<file path="src/cart_pkg.sv">
`default_nettype none

package cart_pkg;

	////////////////////
	// Load path widths
	////////////////////

	localparam int ROM_ADDR_W = 25;
	localparam int ROM_DATA_W = 16;

	////////////////////
	// Header byte addresses
	////////////////////

	// Product code words, first and last
	localparam logic [ROM_ADDR_W-1:0] ADDR_ID_FIRST = 25'h182;
	localparam logic [ROM_ADDR_W-1:0] ADDR_ID_LAST  = 25'h18A;
	// Word after the product code, table lookup point
	localparam logic [ROM_ADDR_W-1:0] ADDR_ID_DONE  = 25'h18C;
	// Region letters
	localparam logic [ROM_ADDR_W-1:0] ADDR_REGION_A = 25'h1F0;
	localparam logic [ROM_ADDR_W-1:0] ADDR_REGION_B = 25'h1F2;
	localparam logic [ROM_ADDR_W-1:0] ADDR_HDR_END  = 25'h200;

	////////////////////
	// Shared types
	////////////////////

	// One loader beat
	typedef struct packed {
		logic                  wr;
		logic [ROM_ADDR_W-1:0] addr;
		logic [ROM_DATA_W-1:0] data;
	} load_bus_t;

	typedef struct packed {
		logic j;
		logic u;
		logic e;
		logic ready;
	} hdr_flags_t;

	// Per-title compatibility flags
	typedef struct packed {
		logic sram;
		logic eeprom;
		logic noram;
		logic fifo;
		logic pier;
		logic svp;
		logic fmbusy;
		logic schan;
	} quirk_t;

	// Backup RAM sector request towards the SD image
	typedef struct packed {
		logic [31:0] lba;
		logic        rd;
		logic        wr;
	} sd_req_t;

	typedef enum logic [1:0] {
		JP = 2'd0,
		US = 2'd1,
		EU = 2'd2
	} region_t;

endpackage

`default_nettype wire
</file>
<file path="src/cart_loader_top.sv">
`timescale 1ns/1ps
`default_nettype none

module cart_loader_top
	import cart_pkg::*;
#(
	parameter int unsigned BRAM_SECTORS = 128,
	parameter int unsigned VMODE_DELAY  = 5000000
) (
	input  wire                   clk_sys,
	input  wire                   rst_n,
	// Loader stream and ROM side
	input  wire load_bus_t        load,
	input  wire                   cart_download,
	input  wire [7:0]             file_index,
	input  wire                   rom_wrack,
	// Options
	input  wire                   region_auto,
	input  wire                   region_off,
	input  wire [1:0]             region_prio,
	input  wire                   pal,
	input  wire                   ext_reset,
	// SD image and backup RAM control
	input  wire                   img_mounted,
	input  wire                   img_readonly,
	input  wire                   img_size_nz,
	input  wire                   load_req,
	input  wire                   save_req,
	input  wire                   autosave,
	input  wire                   osd_open,
	input  wire                   bram_change,
	input  wire                   sd_ack,
	output logic                  rom_wr,
	output logic [ROM_ADDR_W-1:0] rom_addr,
	output logic [ROM_DATA_W-1:0] rom_din,
	output logic                  load_wait,
	output logic [ROM_ADDR_W-1:0] rom_sz,
	output region_t               region_req,
	output logic                  region_set,
	output quirk_t                quirks,
	output sd_req_t               sd,
	output logic                  bk_loading,
	output logic                  busy_led,
	output logic                  core_reset,
	output logic                  new_vmode
);

	hdr_flags_t hdr;
	logic       sav_pending;

	// Core stays in reset while the region settles or backup RAM loads
	assign core_reset = ext_reset | region_set | bk_loading;
	assign busy_led   = cart_download | sav_pending;

	rom_write_bridge u_bridge (
		.clk_sys(clk_sys), .rst_n(rst_n), .load(load), .cart_download(cart_download),
		.rom_wrack(rom_wrack), .rom_wr(rom_wr), .rom_addr(rom_addr), .rom_din(rom_din),
		.load_wait(load_wait), .rom_sz(rom_sz)
	);

	cart_header_scan u_scan (
		.clk_sys(clk_sys), .rst_n(rst_n), .load(load), .cart_download(cart_download),
		.hdr(hdr), .quirks(quirks)
	);

	region_select u_region (
		.clk_sys(clk_sys), .rst_n(rst_n), .hdr(hdr), .region_auto(region_auto),
		.region_off(region_off), .region_prio(region_prio), .file_index(file_index),
		.region_req(region_req), .region_set(region_set)
	);

	bram_sync_fsm #(.BRAM_SECTORS(BRAM_SECTORS)) u_bram (
		.clk_sys(clk_sys), .rst_n(rst_n), .cart_download(cart_download),
		.img_mounted(img_mounted), .img_readonly(img_readonly), .img_size_nz(img_size_nz),
		.svp_quirk(quirks.svp), .load_req(load_req), .save_req(save_req),
		.autosave(autosave), .osd_open(osd_open), .bram_change(bram_change),
		.sd_ack(sd_ack), .sd(sd), .bk_loading(bk_loading), .sav_pending(sav_pending)
	);

	vmode_timer #(.VMODE_DELAY(VMODE_DELAY)) u_vmode (
		.clk_sys(clk_sys), .rst_n(rst_n), .pal(pal), .hold(core_reset | cart_download),
		.new_vmode(new_vmode)
	);

endmodule

`default_nettype wire

</file>
<file path="src/vmode_timer.sv">
`timescale 1ns/1ps
`default_nettype none

module vmode_timer #(
	parameter int unsigned VMODE_DELAY = 5000000
) (
	input  wire  clk_sys,
	input  wire  rst_n,
	input  wire  pal,
	input  wire  hold,
	output logic new_vmode
);

	localparam int CNT_W = $clog2(VMODE_DELAY + 1);
	localparam logic [CNT_W-1:0] RELOAD = CNT_W'(VMODE_DELAY);

	logic [CNT_W-1:0] cnt;
	logic             pal_q;

	always_ff @(posedge clk_sys or negedge rst_n) begin
		if (!rst_n) begin
			cnt       <= '0;
			pal_q     <= 1'b0;
			new_vmode <= 1'b0;
		end else begin
			pal_q <= pal;
			// Any PAL change restarts the settle time
			if (hold || (pal_q != pal)) begin
				cnt <= RELOAD;
			end else if (cnt != '0) begin
				cnt <= cnt - 1'b1;
				if (cnt == CNT_W'(1))
					new_vmode <= ~new_vmode;
			end
		end
	end

	a_cnt_max: assert property (@(posedge clk_sys) disable iff (!rst_n) cnt <= RELOAD);

endmodule

`default_nettype wire

</file>
<file path="src/bram_sync_fsm.sv">
`timescale 1ns/1ps
`default_nettype none

module bram_sync_fsm
	import cart_pkg::*;
#(
	parameter int unsigned BRAM_SECTORS = 128
) (
	input  wire      clk_sys,
	input  wire      rst_n,
	input  wire      cart_download,
	input  wire      img_mounted,
	input  wire      img_readonly,
	input  wire      img_size_nz,
	input  wire      svp_quirk,
	input  wire      load_req,
	input  wire      save_req,
	input  wire      autosave,
	input  wire      osd_open,
	input  wire      bram_change,
	input  wire      sd_ack,
	output sd_req_t  sd,
	output logic     bk_loading,
	output logic     sav_pending
);

	typedef enum logic {IDLE, XFER} state_t;

	state_t state;
	logic   bk_ena;
	logic   dl_q, load_q, save_q, ack_q, change_q;
	logic   save_trig;
	logic   last_sector;

	// Pending autosave goes out when the OSD opens
	assign save_trig   = save_req | (sav_pending & osd_open);
	assign last_sector = (sd.lba == 32'(BRAM_SECTORS - 1));

	////////////////////
	// Enable and autosave
	////////////////////

	always_ff @(posedge clk_sys or negedge rst_n) begin
		if (!rst_n) begin
			bk_ena      <= 1'b0;
			sav_pending <= 1'b0;
			change_q    <= 1'b0;
		end else begin
			change_q <= bram_change;
			if (cart_download && !dl_q)
				bk_ena <= 1'b0;
			// Save image gets mounted while the cartridge is still loading
			if (cart_download && img_mounted && !img_readonly && !svp_quirk)
				bk_ena <= 1'b1;

			if (bram_change && !change_q && !osd_open)
				sav_pending <= autosave;
			else if (state == XFER)
				sav_pending <= 1'b0;
		end
	end

	////////////////////
	// Sector sequencer
	////////////////////

	always_ff @(posedge clk_sys or negedge rst_n) begin
		if (!rst_n) begin
			state      <= IDLE;
			sd         <= '0;
			bk_loading <= 1'b0;
			dl_q       <= 1'b0;
			load_q     <= 1'b0;
			save_q     <= 1'b0;
			ack_q      <= 1'b0;
		end else begin
			dl_q   <= cart_download;
			load_q <= load_req;
			save_q <= save_trig;
			ack_q  <= sd_ack;

			if (sd_ack && !ack_q) begin
				sd.rd <= 1'b0;
				sd.wr <= 1'b0;
			end

			case (state)
				IDLE: begin
					if (dl_q && !cart_download && img_size_nz && bk_ena) begin
						state      <= XFER;
						bk_loading <= 1'b1;
						sd         <= '{lba: 32'd0, rd: 1'b1, wr: 1'b0};
					end else if (bk_ena && ((load_req && !load_q) || (save_trig && !save_q))) begin
						state      <= XFER;
						bk_loading <= load_req;
						sd         <= '{lba: 32'd0, rd: load_req, wr: ~load_req};
					end
				end
				XFER: begin
					// Next sector once the current one is released
					if (!sd_ack && ack_q) begin
						if (last_sector) begin
							state      <= IDLE;
							bk_loading <= 1'b0;
						end else begin
							sd.lba <= sd.lba + 32'd1;
							sd.rd  <= bk_loading;
							sd.wr  <= ~bk_loading;
						end
					end
				end
				default: state <= IDLE;
			endcase
		end
	end

	a_rd_wr_excl: assert property (@(posedge clk_sys) disable iff (!rst_n) !(sd.rd && sd.wr));
	a_lba_range: assert property (@(posedge clk_sys) disable iff (!rst_n)
		sd.lba < 32'(BRAM_SECTORS));

endmodule

`default_nettype wire

</file>
<file path="src/region_select.sv">
`timescale 1ns/1ps
`default_nettype none

module region_select
	import cart_pkg::*;
(
	input  wire              clk_sys,
	input  wire              rst_n,
	input  wire hdr_flags_t  hdr,
	input  wire              region_auto,
	input  wire              region_off,
	input  wire [1:0]        region_prio,
	input  wire [7:0]        file_index,
	output region_t          region_req,
	output logic             region_set
);

	logic rdy_q;
	logic rdy_rise;
	logic rdy_fall;

	assign rdy_rise = hdr.ready & ~rdy_q;
	assign rdy_fall = ~hdr.ready & rdy_q;

	// First letter found in priority order wins
	function automatic region_t pick_region(input logic [1:0] prio, input hdr_flags_t h);
		region_t r;
		case (prio)
			2'd0: r = h.u ? US : h.e ? EU : h.j ? JP : US;
			2'd1: r = h.e ? EU : h.u ? US : h.j ? JP : EU;
			2'd2: r = h.u ? US : h.j ? JP : h.e ? EU : US;
			default: r = h.j ? JP : h.u ? US : h.e ? EU : JP;
		endcase
		return r;
	endfunction

	always_ff @(posedge clk_sys or negedge rst_n) begin
		if (!rst_n) begin
			rdy_q      <= 1'b0;
			region_req <= JP;
			region_set <= 1'b0;
		end else begin
			rdy_q <= hdr.ready;

			if (rdy_rise && !region_off) begin
				if (region_auto) begin
					region_set <= 1'b1;
					region_req <= pick_region(region_prio, hdr);
				end else begin
					// Extension index carries the region in its top bits
					region_set <= |file_index;
					region_req <= region_t'(file_index[7:6]);
				end
			end

			if (rdy_fall)
				region_set <= 1'b0;
		end
	end

endmodule

`default_nettype wire

</file>
<file path="src/cart_header_scan.sv">
`timescale 1ns/1ps
`default_nettype none

module cart_header_scan
	import cart_pkg::*;
(
	input  wire             clk_sys,
	input  wire             rst_n,
	input  wire load_bus_t  load,
	input  wire             cart_download,
	output hdr_flags_t      hdr,
	output quirk_t          quirks
);

	logic        dl_q;
	logic        dl_rise;
	logic        dl_fall;
	logic        hdr_wr;
	logic [63:0] cart_id;

	assign dl_rise = cart_download & ~dl_q;
	assign dl_fall = ~cart_download & dl_q;
	assign hdr_wr  = load.wr & cart_download;

	// Region letter to {j, u, e}
	function automatic logic [2:0] region_bits(input logic [7:0] c);
		logic [2:0] b;
		b = 3'b000;
		if (c == "J")
			b = 3'b100;
		else if (c == "U")
			b = 3'b010;
		else if (c >= "0" && c <= "Z")
			b = 3'b001;
		return b;
	endfunction

	// Fixed title table, plain compare so '?' is a literal character
	function automatic quirk_t title_quirks(input logic [63:0] id);
		quirk_t q;
		q = '0;
		case (id)
			"T-081276", "T-81406 ", "T-081586", "T-81576 ", "T-81476 ":
				q.sram = 1'b1;
			"MK-1215 ", "G-4060  ", "00001211", "MK-1228 ", "G-5538  ",
			"00004076", "T-12046 ", "T-12053 ", "G-4524  ":
				q.eeprom = 1'b1;
			// Fake RAM check in the game
			"T-113016": q.noram = 1'b1;
			"T-89016 ": q.fifo = 1'b1;
			"T-574023", "T-574013": q.pier = 1'b1;
			"MK-1229 ", "G-7001  ": q.svp = 1'b1;
			"T-35036 ", "T-25073 ", "MK-1137-": q.fmbusy = 1'b1;
			"T-68???-": q.schan = 1'b1;
			default: ;
		endcase
		return q;
	endfunction

	// Product code, bytes swapped into reading order
	always_ff @(posedge clk_sys) begin
		if (hdr_wr) begin
			if (load.addr == ADDR_ID_FIRST)
				cart_id[63:56] <= load.data[15:8];
			if (load.addr == ADDR_ID_FIRST + 25'd2)
				cart_id[55:40] <= {load.data[7:0], load.data[15:8]};
			if (load.addr == ADDR_ID_FIRST + 25'd4)
				cart_id[39:24] <= {load.data[7:0], load.data[15:8]};
			if (load.addr == ADDR_ID_FIRST + 25'd6)
				cart_id[23:8] <= {load.data[7:0], load.data[15:8]};
			if (load.addr == ADDR_ID_LAST)
				cart_id[7:0] <= load.data[7:0];
		end
	end

	always_ff @(posedge clk_sys or negedge rst_n) begin
		if (!rst_n) begin
			dl_q   <= 1'b0;
			hdr    <= '0;
			quirks <= '0;
		end else begin
			dl_q <= cart_download;

			if (dl_rise) begin
				{hdr.j, hdr.u, hdr.e} <= 3'b000;
				quirks                <= '0;
			end
			if (dl_fall)
				hdr.ready <= 1'b0;

			if (hdr_wr) begin
				if (load.addr == ADDR_REGION_A)
					{hdr.j, hdr.u, hdr.e} <= {hdr.j, hdr.u, hdr.e}
						| region_bits(load.data[7:0]) | region_bits(load.data[15:8]);
				if (load.addr == ADDR_REGION_B)
					{hdr.j, hdr.u, hdr.e} <= {hdr.j, hdr.u, hdr.e}
						| region_bits(load.data[7:0]);
				if (load.addr == ADDR_ID_DONE)
					quirks <= title_quirks(cart_id);
				if (load.addr == ADDR_HDR_END)
					hdr.ready <= 1'b1;
			end
		end
	end

endmodule

`default_nettype wire

</file>
<file path="src/rom_write_bridge.sv">
`timescale 1ns/1ps
`default_nettype none

module rom_write_bridge
	import cart_pkg::*;
(
	input  wire                   clk_sys,
	input  wire                   rst_n,
	input  wire load_bus_t        load,
	input  wire                   cart_download,
	input  wire                   rom_wrack,
	output logic                  rom_wr,
	output logic [ROM_ADDR_W-1:0] rom_addr,
	output logic [ROM_DATA_W-1:0] rom_din,
	output logic                  load_wait,
	output logic [ROM_ADDR_W-1:0] rom_sz
);

	logic dl_q;
	logic dl_rise;
	logic dl_fall;

	assign dl_rise = cart_download & ~dl_q;
	assign dl_fall = ~cart_download & dl_q;

	// Write request toggles, memory side acknowledges by matching it
	always_ff @(posedge clk_sys or negedge rst_n) begin
		if (!rst_n) begin
			dl_q      <= 1'b0;
			rom_wr    <= 1'b0;
			load_wait <= 1'b0;
			rom_sz    <= '0;
		end else begin
			dl_q <= cart_download;

			if (dl_fall) begin
				rom_sz    <= load.addr;
				load_wait <= 1'b0;
			end

			if (dl_rise) begin
				rom_wr <= 1'b0;
			end else if (cart_download) begin
				if (load.wr) begin
					load_wait <= 1'b1;
					rom_wr    <= ~rom_wr;
				end else if (load_wait && (rom_wr == rom_wrack)) begin
					load_wait <= 1'b0;
				end
			end
		end
	end

	// Image size takes over the address once loading is done
	assign rom_addr = cart_download ? load.addr : rom_sz;

	// Loader is little endian, ROM is big endian
	assign rom_din = {load.data[7:0], load.data[15:8]};

endmodule

`default_nettype wire

</file>
<file path="config.mk">
export PLATFORM = sky130hd
export DESIGN_NAME = cart_loader_top
export DESIGN_NICKNAME = d
export VERILOG_FILES = /design/src/cart_pkg.sv /design/src/cart_loader_top.sv /design/src/vmode_timer.sv /design/src/bram_sync_fsm.sv /design/src/region_select.sv /design/src/cart_header_scan.sv /design/src/rom_write_bridge.sv
export SDC_FILE = /design/constraint.sdc
export NUM_CORES = 1
export LEC_CHECK = 0
export ABC_AREA = 0
export ABC_CLOCK_PERIOD_IN_PS = 4100
export BUFFER_PORTS_ARGS = -buffer_cell sky130_fd_sc_hd__buf_2
export CORE_ASPECT_RATIO = 0.7
export CORE_MARGIN = 2
export CORE_UTILIZATION = 45
export DETAILED_ROUTE_END_ITERATION = 8
export PLACE_DENSITY = 0.67
export SLEW_MARGIN = 10
export SYNTH_ARGS = -nofsm -noshare
export SYNTH_HDL_FRONTEND = slang
export SYNTH_HIERARCHICAL = 1
export SYNTH_SLANG_ARGS = --single-unit
</file>
<file path="constraint.sdc">
create_clock -name clk_sys -period 4.1 [get_ports clk_sys]
set_input_delay 1.23 -clock clk_sys [delete_from_list [all_inputs] [get_ports clk_sys]]
set_output_delay 1.23 -clock clk_sys [all_outputs]
set_load 0.005 [all_outputs]
</file>
Yosys cells after proc, flatten, opt, wreduce, memory -nomap -nowiden
Cells that the tools add are included.
{"block": "totals", "register_bits": 175, "in_bits": 69, "output_inout_bits": 117, "word_cells": 246}
{"block": "op_classes", "addsub": 2, "magnitude_cmp": 4, "n_eq_ne": 47, "mux": 77, "bitwise_logic": 24, "n_reduce_logical": 54}
{"operator": "$eq 64x63->1 const B", "n": 22}
{"operator": "$eq 25x9->1 const B", "n": 8}
{"operator": "$mux 34", "n": 4}
{"operator": "$eq 64x62->1 const B", "n": 2}
{"operator": "$pmux 34 s2", "n": 1}
{"operator": "$mux 23", "n": 2}
{"operator": "$mux 3", "n": 13}
{"operator": "$mux 1", "n": 36}
{"operator": "$add 32x1->32 const B", "n": 1}
{"operator": "$eq 32x7->1 const B", "n": 1}
{"operator": "$eq 8x7->1 const B", "n": 4}
{"operator": "$mux 2", "n": 13}
{"operator": "$eq 25x10->1 const B", "n": 1}
{"operator": "$mux 25", "n": 1}
{"operator": "$mux 8", "n": 3}
{"operator": "$eq 23x1->1 const B", "n": 1}
{"operator": "$reduce_bool 23->1", "n": 1}
{"operator": "$sub 23x1->23 const B", "n": 1}
{"operator": "$logic_and 1x1->1", "n": 18}
{"operator": "$ge 8x6->1 const B", "n": 2}
{"operator": "$le 8x7->1 const B", "n": 2}
{"operator": "$reduce_and 2->1", "n": 6}
{"operator": "$reduce_bool 2->1", "n": 6}
{"operator": "$logic_not 1->1", "n": 11}
{"operator": "other kinds (21)", "n": 48}

Logic depth before layout (Yosys ltp)
Gate-level depths: netlist (run 1).
{"block": "depth", "ltp_word": 12, "depth_mapped": 8, "mapped_depth_nobuf": 6}

Modules after synthesis
Netlist (run 1), hierarchy kept.
{"module": "cart_header_scan", "n_inst": 1, "cells_per_inst": 335, "area_per_inst_um2": 3843.7, "seq_area_each_um2": 2247.2}
{"module": "bram_sync_fsm", "n_inst": 1, "cells_per_inst": 255, "area_per_inst_um2": 2406.1, "seq_area_each_um2": 1076.0}
{"module": "rom_write_bridge", "n_inst": 1, "cells_per_inst": 110, "area_per_inst_um2": 1592.8, "seq_area_each_um2": 700.7}
{"module": "vmode_timer", "n_inst": 1, "cells_per_inst": 139, "area_per_inst_um2": 1363.8, "seq_area_each_um2": 625.6}
{"module": "region_select", "n_inst": 1, "cells_per_inst": 28, "area_per_inst_um2": 234.0, "seq_area_each_um2": 100.1}
{"module": "cart_loader_top", "n_inst": 1, "cells_per_inst": 3, "area_per_inst_um2": 21.3, "seq_area_each_um2": 0.0}

Worst setup path before layout (run 1)
OpenSTA, ideal clock, no wires.
{"block": "synth_path", "path_type": "input to register", "from": "input load[36] (netlist name)", "to": "register u_scan.cart_id[10], enable pin", "setup_ns": 0.388, "arrival_ns": 2.981, "t_required_ns": 3.712, "slack_ns": 0.730, "stages": 5, "n_path_buf": 0, "cell_sequence": "nor4b_1 -> nand3_1 -> nor4b_1 -> nand2_1 -> nor2_1"}
{"block": "synth_between", "elab_chain_len": 2}
{"item": "start: declaration", "line_no": "cart_loader_top.sv:13", "source": "input wire load_bus_t load,"}
{"item": "$eq 25x9->1", "line_no": "cart_header_scan.sv:69", "source": "if (load.addr == ADDR_ID_FIRST + 25'd6)"}
{"item": "$reduce_and 2->1 (no source line)"}
{"item": "end signal: assignment", "line_no": "cart_header_scan.sv:70", "source": "cart_id[23:8] <= {load.data[7:0], load.data[15:8]};"}
{"item": "end: declaration", "line_no": "cart_header_scan.sv:19", "source": "logic [63:0] cart_id;"}
No other way between the ends.
A chain may end at the register's enable or synchronous reset.

Final worst setup path (run 1)
{"block": "layout_path", "from": "input cart_download", "to": "output rom_addr[11]"}
{"block": "layout_between", "elab_chain_len": 1}
{"item": "start: declaration", "line_no": "cart_loader_top.sv:14", "source": "input wire cart_download,"}
{"item": "$mux 25", "line_no": "rom_write_bridge.sv:55", "source": "assign rom_addr = cart_download ? load.addr : rom_sz;"}
{"item": "end: declaration", "line_no": "cart_loader_top.sv:34", "source": "output logic [ROM_ADDR_W-1:0] rom_addr,"}
No other way between the ends.

==> impl_metrics.tcl, run 1 <==
set metrics [dict create \
    syn2layout_area_growth_pct 17.84 \
    synth_ff_type "dfrtp_1" \
    tightest_slew_ns 0.7972 \
    clock_skew_ns 0.01350 \
    cts_buffers 17 \
    cp-end-kind "output port" \
    reg2reg_slack_ns 1.24 \
    intPower_mw 3.019 \
    ioPinCount 186 \
    critPathMaxStageDelay_ns 0.54 \
    cts_tree "yes" \
    synth_warnings 6 \
    port_buffers 185 \
    clk_pin_slew_ns 0.07 \
    crit_path_cell_trace "buf_2 > mux2_2 > buf_2" \
    start_kind "input pin" \
    num_rows 44 \
    die_width_um 177.3 \
    start_util 0.4571 \
    fin_crit_ns 3.542 \
    synth_nets 942 \
    combPwrFrac 0.116 \
    crit_required_ns 2.87 \
    maxCapViolCount 0 \
    grt_pass1_vias 7204 \
    cpMostUsedCell "buf_2" \
    cpLargestDelayFamily "buffers and inverters" \
    post_drt_wl_per_cell_um 19.59 \
    critical_path_class "input pin to output port" \
    post_dp_cell_area_mm2 0.01054 \
    hold_viol 0 \
    syn_area_per_cell_um2 10.88 \
    antenna_found_initial 1 \
    viasPerCell 5.914 \
    finalCritPeriodShare 0.8640 \
    synth_top_family_by_area "simple AND/OR/NAND/NOR gates" \
    status "complete, no violations" \
    drc_errors 0 \
    finalWirelength_um 26100 \
    worst-path-buf-inv 2 \
    stdcell_area_mm2 0.01115 \
    clock-sinks 177 \
    seq_area_frac_synth 0.5020 \
    post_cts_buffers 0 \
    synth_mux_area_frac 0.08027 \
    nets 1114 \
    die_h_um 125.3 \
    seqPwrFrac 0.482 \
    synth_compound_area_frac 0.09191 \
    hold_class "register to register" \
    gp_congestion 0.9455 \
    max_slew_margin 0.4674 \
    critPathMaxFanout 33 \
    cts_resized 0 \
    power_switching_mw 1.127 \
    synth-xor-area-share 0.01111 \
    ys_types 80 \
    switching_share 0.2717 \
    worstSkewPairLatency_ns 0.43 \
    power_density_mw_per_mm2 371.8 \
    h-tree-depth 4 \
    grtUsageTotal 0.2390 \
    clock_path_buffers 2 \
    grt.overflow.total 0 \
    netlist_instances 870 \
    async_flop_share 0.6384 \
    num_vias 7877 \
    cts_root_buf "clkbuf_16" \
    synth_seq_cells 177 \
    slew_viol_final 0 \
    leakagePower_nw 4.449 \
    netlist_area_mm2 0.009462 \
    setup_viol 0 \
    synth_edf_count 64 \
    drt_iter0_markers 729 \
    hold_buffers 0 \
    dp_hpwl_um 19260 \
    synth_fa_ha_area_frac 0.003967 \
    rsz0062_at_grt "no" \
    drive_gt1_frac 0.2976 \
    critical-path-slowest-cell "buf_2" \
    crit_arrival_ns 2.31 \
    die-area_mm2 0.02222 \
    fmax_mhz 282.3 \
    grt_pass1_wl_um 41190 \
    grt_max_degree 61 \
    core-area_mm2 0.02070 \
    final_antenna_net_count 0 \
    fin_setup_tns_ns 0 \
    synth_simple_gate_area_share 0.2694 \
    clockPowerShare 0.402 \
    drtPass1Iterations 5 \
    peakVddDrop_v 0.0002707 \
]
routing by layer:
layer,routed length [um],global-route usage,vias up,part of all wire
met2,10830,0.3273,346,0.42
met5,0,0,-,0
li1,-,-,3681,-
met4,239,0.04918,0,0.0092
met3,2214,0.06387,16,0.085
met1,12810,0.3761,3834,0.49
cells in the final DEF (no fill, tap or decap), types with 4 or more instances in the layout:
cell type    n
buf_2      184
dfrtp_1    113
nand2_1     68
edfxtp_1    64
nor2_1      56
nand3_1     45
nor4_1      31
a21oi_1     30
nor3_1      30
mux2_2      30
o21ai_0     29
nand4_1     29
or3_1       20
mux2_4      20
or4_1       17
clkbuf_16   17
nand2b_1    17
buf_4       15
inv_1       15
a31oi_1     15
nor4b_1     12
mux2i_1     11
nand3b_1    11
nor2b_1     10
o31ai_1     10
and2_1       8
o211ai_1     8
nor3b_1      8
nand4b_1     7
xor2_1       7
o21ai_1      6
nor4bb_1     6
and4_1       5
xnor2_1      5
inv_6        4
clkinv_8     4
and3_1       4
o21a_1       4
and3b_1      4
area by class of cell:
type | count | area [um^2]
multi-input cells | 631 | 4332
clock inverters | 15 | 185.2
clock buffers | 17 | 425.4
flip-flops and latches | 177 | 4750
repair buffers | 200 | 1054
diodes | 1 | 2.502
fillers | 1869 | 9550
well taps | 276 | 345.3
inverters | 15 | 56.30
synthesized netlist by cell type (12+ instances only):
| master | count | area (um^2) |
|---|---|---|
| nand2b_1 | 17 | 106.4 |
| or3_1 | 20 | 125.1 |
| dfrtp_1 | 113 | 2828 |
| buf_4 | 17 | 127.6 |
| nand4_1 | 29 | 181.4 |
| nand3_1 | 45 | 225.2 |
| a21oi_1 | 30 | 150.1 |
| nor4_1 | 31 | 193.9 |
| nor3_1 | 30 | 150.1 |
| mux2_4 | 20 | 300.3 |
| nor4b_1 | 12 | 105.1 |
| inv_1 | 15 | 56.30 |
| nand2_1 | 68 | 255.2 |
| mux2_2 | 30 | 337.8 |
| o21ai_0 | 29 | 145.1 |
| nor2_1 | 56 | 210.2 |
| a31oi_1 | 15 | 93.84 |
| or4_1 | 17 | 127.6 |
| edfxtp_1 | 64 | 1922 |
power groups by stage:
stage	clock [mW]	sequential (mW)	combinational, mW
3_3_place_gp	0	2.03	0.471
5_1_grt	1.79	2.01	0.529
6_report	1.67	2.00	0.479
3_5_place_dp	0	2.03	0.480
4_1_cts	1.70	2.00	0.482
2_1_floorplan	0	2.02	0.251
worst reg2reg max path, cell delays in order, from the launching register on:
cell and delay [ns]:
dfrtp_1 0.42, or4_1 0.72, or4_1 0.58, nor3_1 0.55, buf_4 0.26, or3_1 0.11, nand3_1 0.06
metrics by stage:
step	hold slack, ns	worst slack (ns)	total power [mW]	util	std cells
after detailed placement	0.4627	0.5206	2.510	0.5090	1299
after floorplan	0.3862	0.7305	2.271	-	870
after global routing	0.4816	0.4927	4.333	0.5386	1332
final	0.4654	0.5577	4.146	0.5386	1332
after global placement	0.4509	0.5153	2.505	0.5090	1299
after CTS	0.4746	0.5553	4.184	0.5385	1331
final timing paths:
check                                                   start                              end  cells past startpoint
worst max-delay path                            cart_download                     rom_addr[11]                      3
worst min-delay path            u_vmode/new_vmode$_DFFE_PN0P_    u_vmode/new_vmode$_DFFE_PN0P_                      1
worst max register to register     u_vmode/cnt[5]$_DFFE_PN0P_      u_vmode/cnt[11]$_DFFE_PN0P_                      6
worst min register to register  u_vmode/new_vmode$_DFFE_PN0P_    u_vmode/new_vmode$_DFFE_PN0P_                      1
max in group asynchronous                               rst_n  u_bridge/rom_sz[19]$_DFFE_PN0P_                      2
min in group asynchronous                               rst_n       u_scan/quirks[4]$_DFF_PN0_                      1
registers in the layout, indices dropped and copies added, names as in the netlist, 2 cells and up:
name,count
u_bram/sd,34
u_scan/hdr,4
u_scan/quirks,8
u_scan/cart_id,64
u_bridge/rom_sz,25
u_vmode/cnt,23
u_region/region_req,2
cell families (layout without fill, tap and decap cells):
group	after synthesis	count (layout)
flip-flops	177	177
AO/OA/AOI/OAI	132	132
adder cells (fa/ha/maj)	3	3
other	0	1
buffers and inverters	62	247
AND/OR/NAND/NOR	422	422
XOR/XNOR	12	12
multiplexers	62	62
Note: power is estimated with default switching activity, not from simulation.
==> inputs of run 2 (changes only) <==
Settings changed: ABC_AREA 0 to 1, PLACE_DENSITY 0.67 to 0.66.
==> run 2 against run 1 <==
Against the previous run:
- flip-flop and latch count did not move
- routed wire length is 20% higher
- maximum frequency rose by 0.61%
- non-clock buffer count shrank 5
- clock power barely moved
- sequential share of layout area decreased by 4.1 points
- first-iteration DRC count grew 54%
- critical path depth is 1 higher
- sequential power decreased by 2%
- synthesized area up 12%
- via count up 30%
==> impl_metrics.tcl, run 2 <==
set metrics [dict create \
    rsz0062_at_grt "no" \
    drtPass1Iterations 5 \
    grt.overflow.total 0 \
    critical-path-slowest-cell "inv_2" \
    seqPwrFrac 0.492 \
    nets 1684 \
    drc_errors 0 \
    post_drt_wl_per_cell_um 16.14 \
    start_kind "input pin" \
    cts_resized 0 \
    antenna_found_initial 1 \
    cts_root_buf "clkbuf_16" \
    port_buffers 185 \
    reg2reg_from "u_bram/sd[2]$_DFFE_PN0P_" \
    path_depth 4 \
    core-area_mm2 0.02291 \
    hold_viol 0 \
    reg2reg_depth 9 \
    post_cts_buffers 0 \
    fin_crit_ns 3.521 \
    netlist_area_mm2 0.01062 \
    grtUsageTotal 0.2531 \
    grt_pass1_vias 8992 \
    yosysTopAreaCellShare 0.2662 \
    slew_viol_final 0 \
    worstSkewPairLatency_ns 0.44 \
    r2r-end "u_bram/sd[13]$_DFFE_PN0P_" \
    hold_ws_ns 0.4640 \
    netlist_instances 1438 \
    intPower_mw 2.909 \
    stdcell_area_mm2 0.01234 \
    power_density_mw_per_mm2 322.2 \
    fin_ws_ns 0.5793 \
    yosysTopAreaCell "dfrtp_1" \
    viasPerCell 5.266 \
    crit_path_cell_trace "buf_2 > inv_2 > o21ai_0 > buf_2" \
    placedCellCount 1905 \
    critPathMaxFanout 51 \
    clock_path_buffers 2 \
    h-tree-depth 4 \
    fmax_mhz 284.0 \
    combPwrFrac 0.095 \
    synth_nets 1510 \
    cts_buffers 17 \
    die-area_mm2 0.02487 \
    cpLargestDelayFamily "buffers and inverters" \
    max_slew_margin 0.4740 \
    final_cell_mix "390 x nand2_1, 218 x nor2_1, 184 x buf_2" \
    synth_area_leaders "dfrtp_1 27%, edfxtp_1 18%, nand2_1 14%" \
    stdcell_count 1938 \
    num_rows 46 \
    syn2layout_area_growth_pct 16.20 \
    dp_hpwl_um 24210 \
    reg_top3 "u_scan/cart_id x64, u_bram/sd x34, u_bridge/rom_sz x25" \
    seq_area_frac_synth 0.4471 \
    synth_common_cells "390 x nand2_1, 218 x nor2_1, 176 x inv_1" \
    design_power_total_mw 3.977 \
    leakagePower_nw 6.026 \
    peakVddDrop_v 0.0003044 \
    drive_gt1_frac 0.1852 \
    clk_pin_slew_ns 0.07 \
    fin_setup_tns_ns 0 \
    start_util 0.4637 \
    die_h_um 132.5 \
    die_width_um 187.6 \
    gp_congestion 0.9970 \
    final_util 0.5388 \
    cpMostUsedCell "buf_2" \
    setup_viol 0 \
    ioPinCount 186 \
    yosys.cell_count.top_type "nand2_1" \
    clock_skew_ns 0.01184 \
    crit_required_ns 2.87 \
    hold_buffers 0 \
    clock-sinks 177 \
    critPathCapture "rom_addr[16]" \
    synth_ff_type "dfrtp_1" \
    post_dp_cell_area_mm2 0.01174 \
    startpoint "cart_download" \
    cts_tree "yes" \
    layout_commonest_cell "nand2_1" \
    maxCapViolCount 0 \
    cp-end-kind "output port" \
    worst-path-buf-inv 3 \
    power_switching_mw 1.068 \
    critPathMaxStageDelay_ns 0.51 \
    crit_arrival_ns 2.29 \
    largest_register_ff_count 64 \
    hold_class "register to register" \
    switching_share 0.2685 \
    finalWirelength_um 31290 \
    reg2reg_slack_ns 1.89 \
    num_vias 10210 \
    grt_max_degree 60 \
    largest-register "u_scan/cart_id" \
    tightest_slew_ns 0.7890 \
    synth_warnings 6 \
    finalCritPeriodShare 0.8587 \
    synth_edf_count 64 \
    drt_iter0_markers 1122 \
    pre_cts_ws_ns 0.5907 \
    synth_seq_cells 177 \
    critical_path_class "input pin to output port" \
    syn_area_per_cell_um2 7.387 \
    grt_pass1_wl_um 49310 \
    ys_types 52 \
    status "complete, no violations" \
    async_flop_share 0.6384 \
    final_antenna_net_count 0 \
    clockPowerShare 0.413 \
]
==> run 2: cell count changes after synthesis, moves of 21 or more <==
cell and delta:
a21oi_1 -23, inv_1 +161, mux2_2 -30, nand2_1 +322, nand3_1 +110, nand4_1 +22
nor2_1 +162, nor2_2 +21, nor4_1 -28, o21ai_0 +31
==> run 2: cells by family (layout without fill, tap and decap cells) <==
| family | after synthesis | in the layout | share of synthesized area |
|---|---|---|---|
| AO/OA/AOI/OAI | 99 | 99 | 0.05324 |
| XOR/XNOR | 13 | 13 | 0.01072 |
| AND/OR/NAND/NOR | 923 | 923 | 0.3936 |
| other | 0 | 1 | 0 |
| adder cells (fa/ha/maj) | 3 | 3 | 0.003534 |
| flip-flops | 177 | 177 | 0.4471 |
| buffers and inverters | 223 | 410 | 0.09175 |
==> run 2: how the worst min path moves through the flow <==
stage                                 start                  endpoint  slack [ns]  cells past startpoint
floorplan           u_scan/hdr[0]$_DFF_PN0_  u_region/rdy_q$_DFF_PN0_        0.37                      0
detailed placement  u_scan/hdr[0]$_DFF_PN0_  u_region/rdy_q$_DFF_PN0_        0.45                      0
global placement    u_scan/hdr[0]$_DFF_PN0_  u_region/rdy_q$_DFF_PN0_        0.44                      0
global route        u_scan/hdr[0]$_DFF_PN0_  u_region/rdy_q$_DFF_PN0_        0.48                      0
CTS                 u_scan/hdr[0]$_DFF_PN0_  u_region/rdy_q$_DFF_PN0_        0.47                      0
finish              u_scan/hdr[0]$_DFF_PN0_  u_region/rdy_q$_DFF_PN0_        0.46                      0
==> run 2: routing by layer <==
layer / share of wire / vias up / global-route usage / wire length [um]
met5: 0 / - / 0 / 0
met4: 0.014 / 0 / 0.06780 / 444
met3: 0.11 / 29 / 0.06923 / 3355
met2: 0.39 / 495 / 0.3323 / 12130
met1: 0.49 / 4694 / 0.4001 / 15350
li1: - / 4987 / - / -
==> run 2: area by class of cell <==
type | instances | area, um^2
antenna | 1 | 2.502
clock buffer | 17 | 425.4
clock inverter | 15 | 173.9
fill | 2215 | 10560
inverter | 183 | 686.9
multi-input combinational | 1038 | 4898
sequential | 177 | 4750
tap | 312 | 390.4
timing repair buffer | 195 | 1016
==> run 2: power by group through the flow <==
stage               Combinational (mW)  Sequential (mW)  Clock, mW
finish                           0.376             1.96       1.64
global route                     0.425             1.96       1.76
CTS                              0.380             1.96       1.68
detailed placement               0.378             1.99          0
global placement                 0.369             1.99          0
floorplan                        0.173             1.98          0
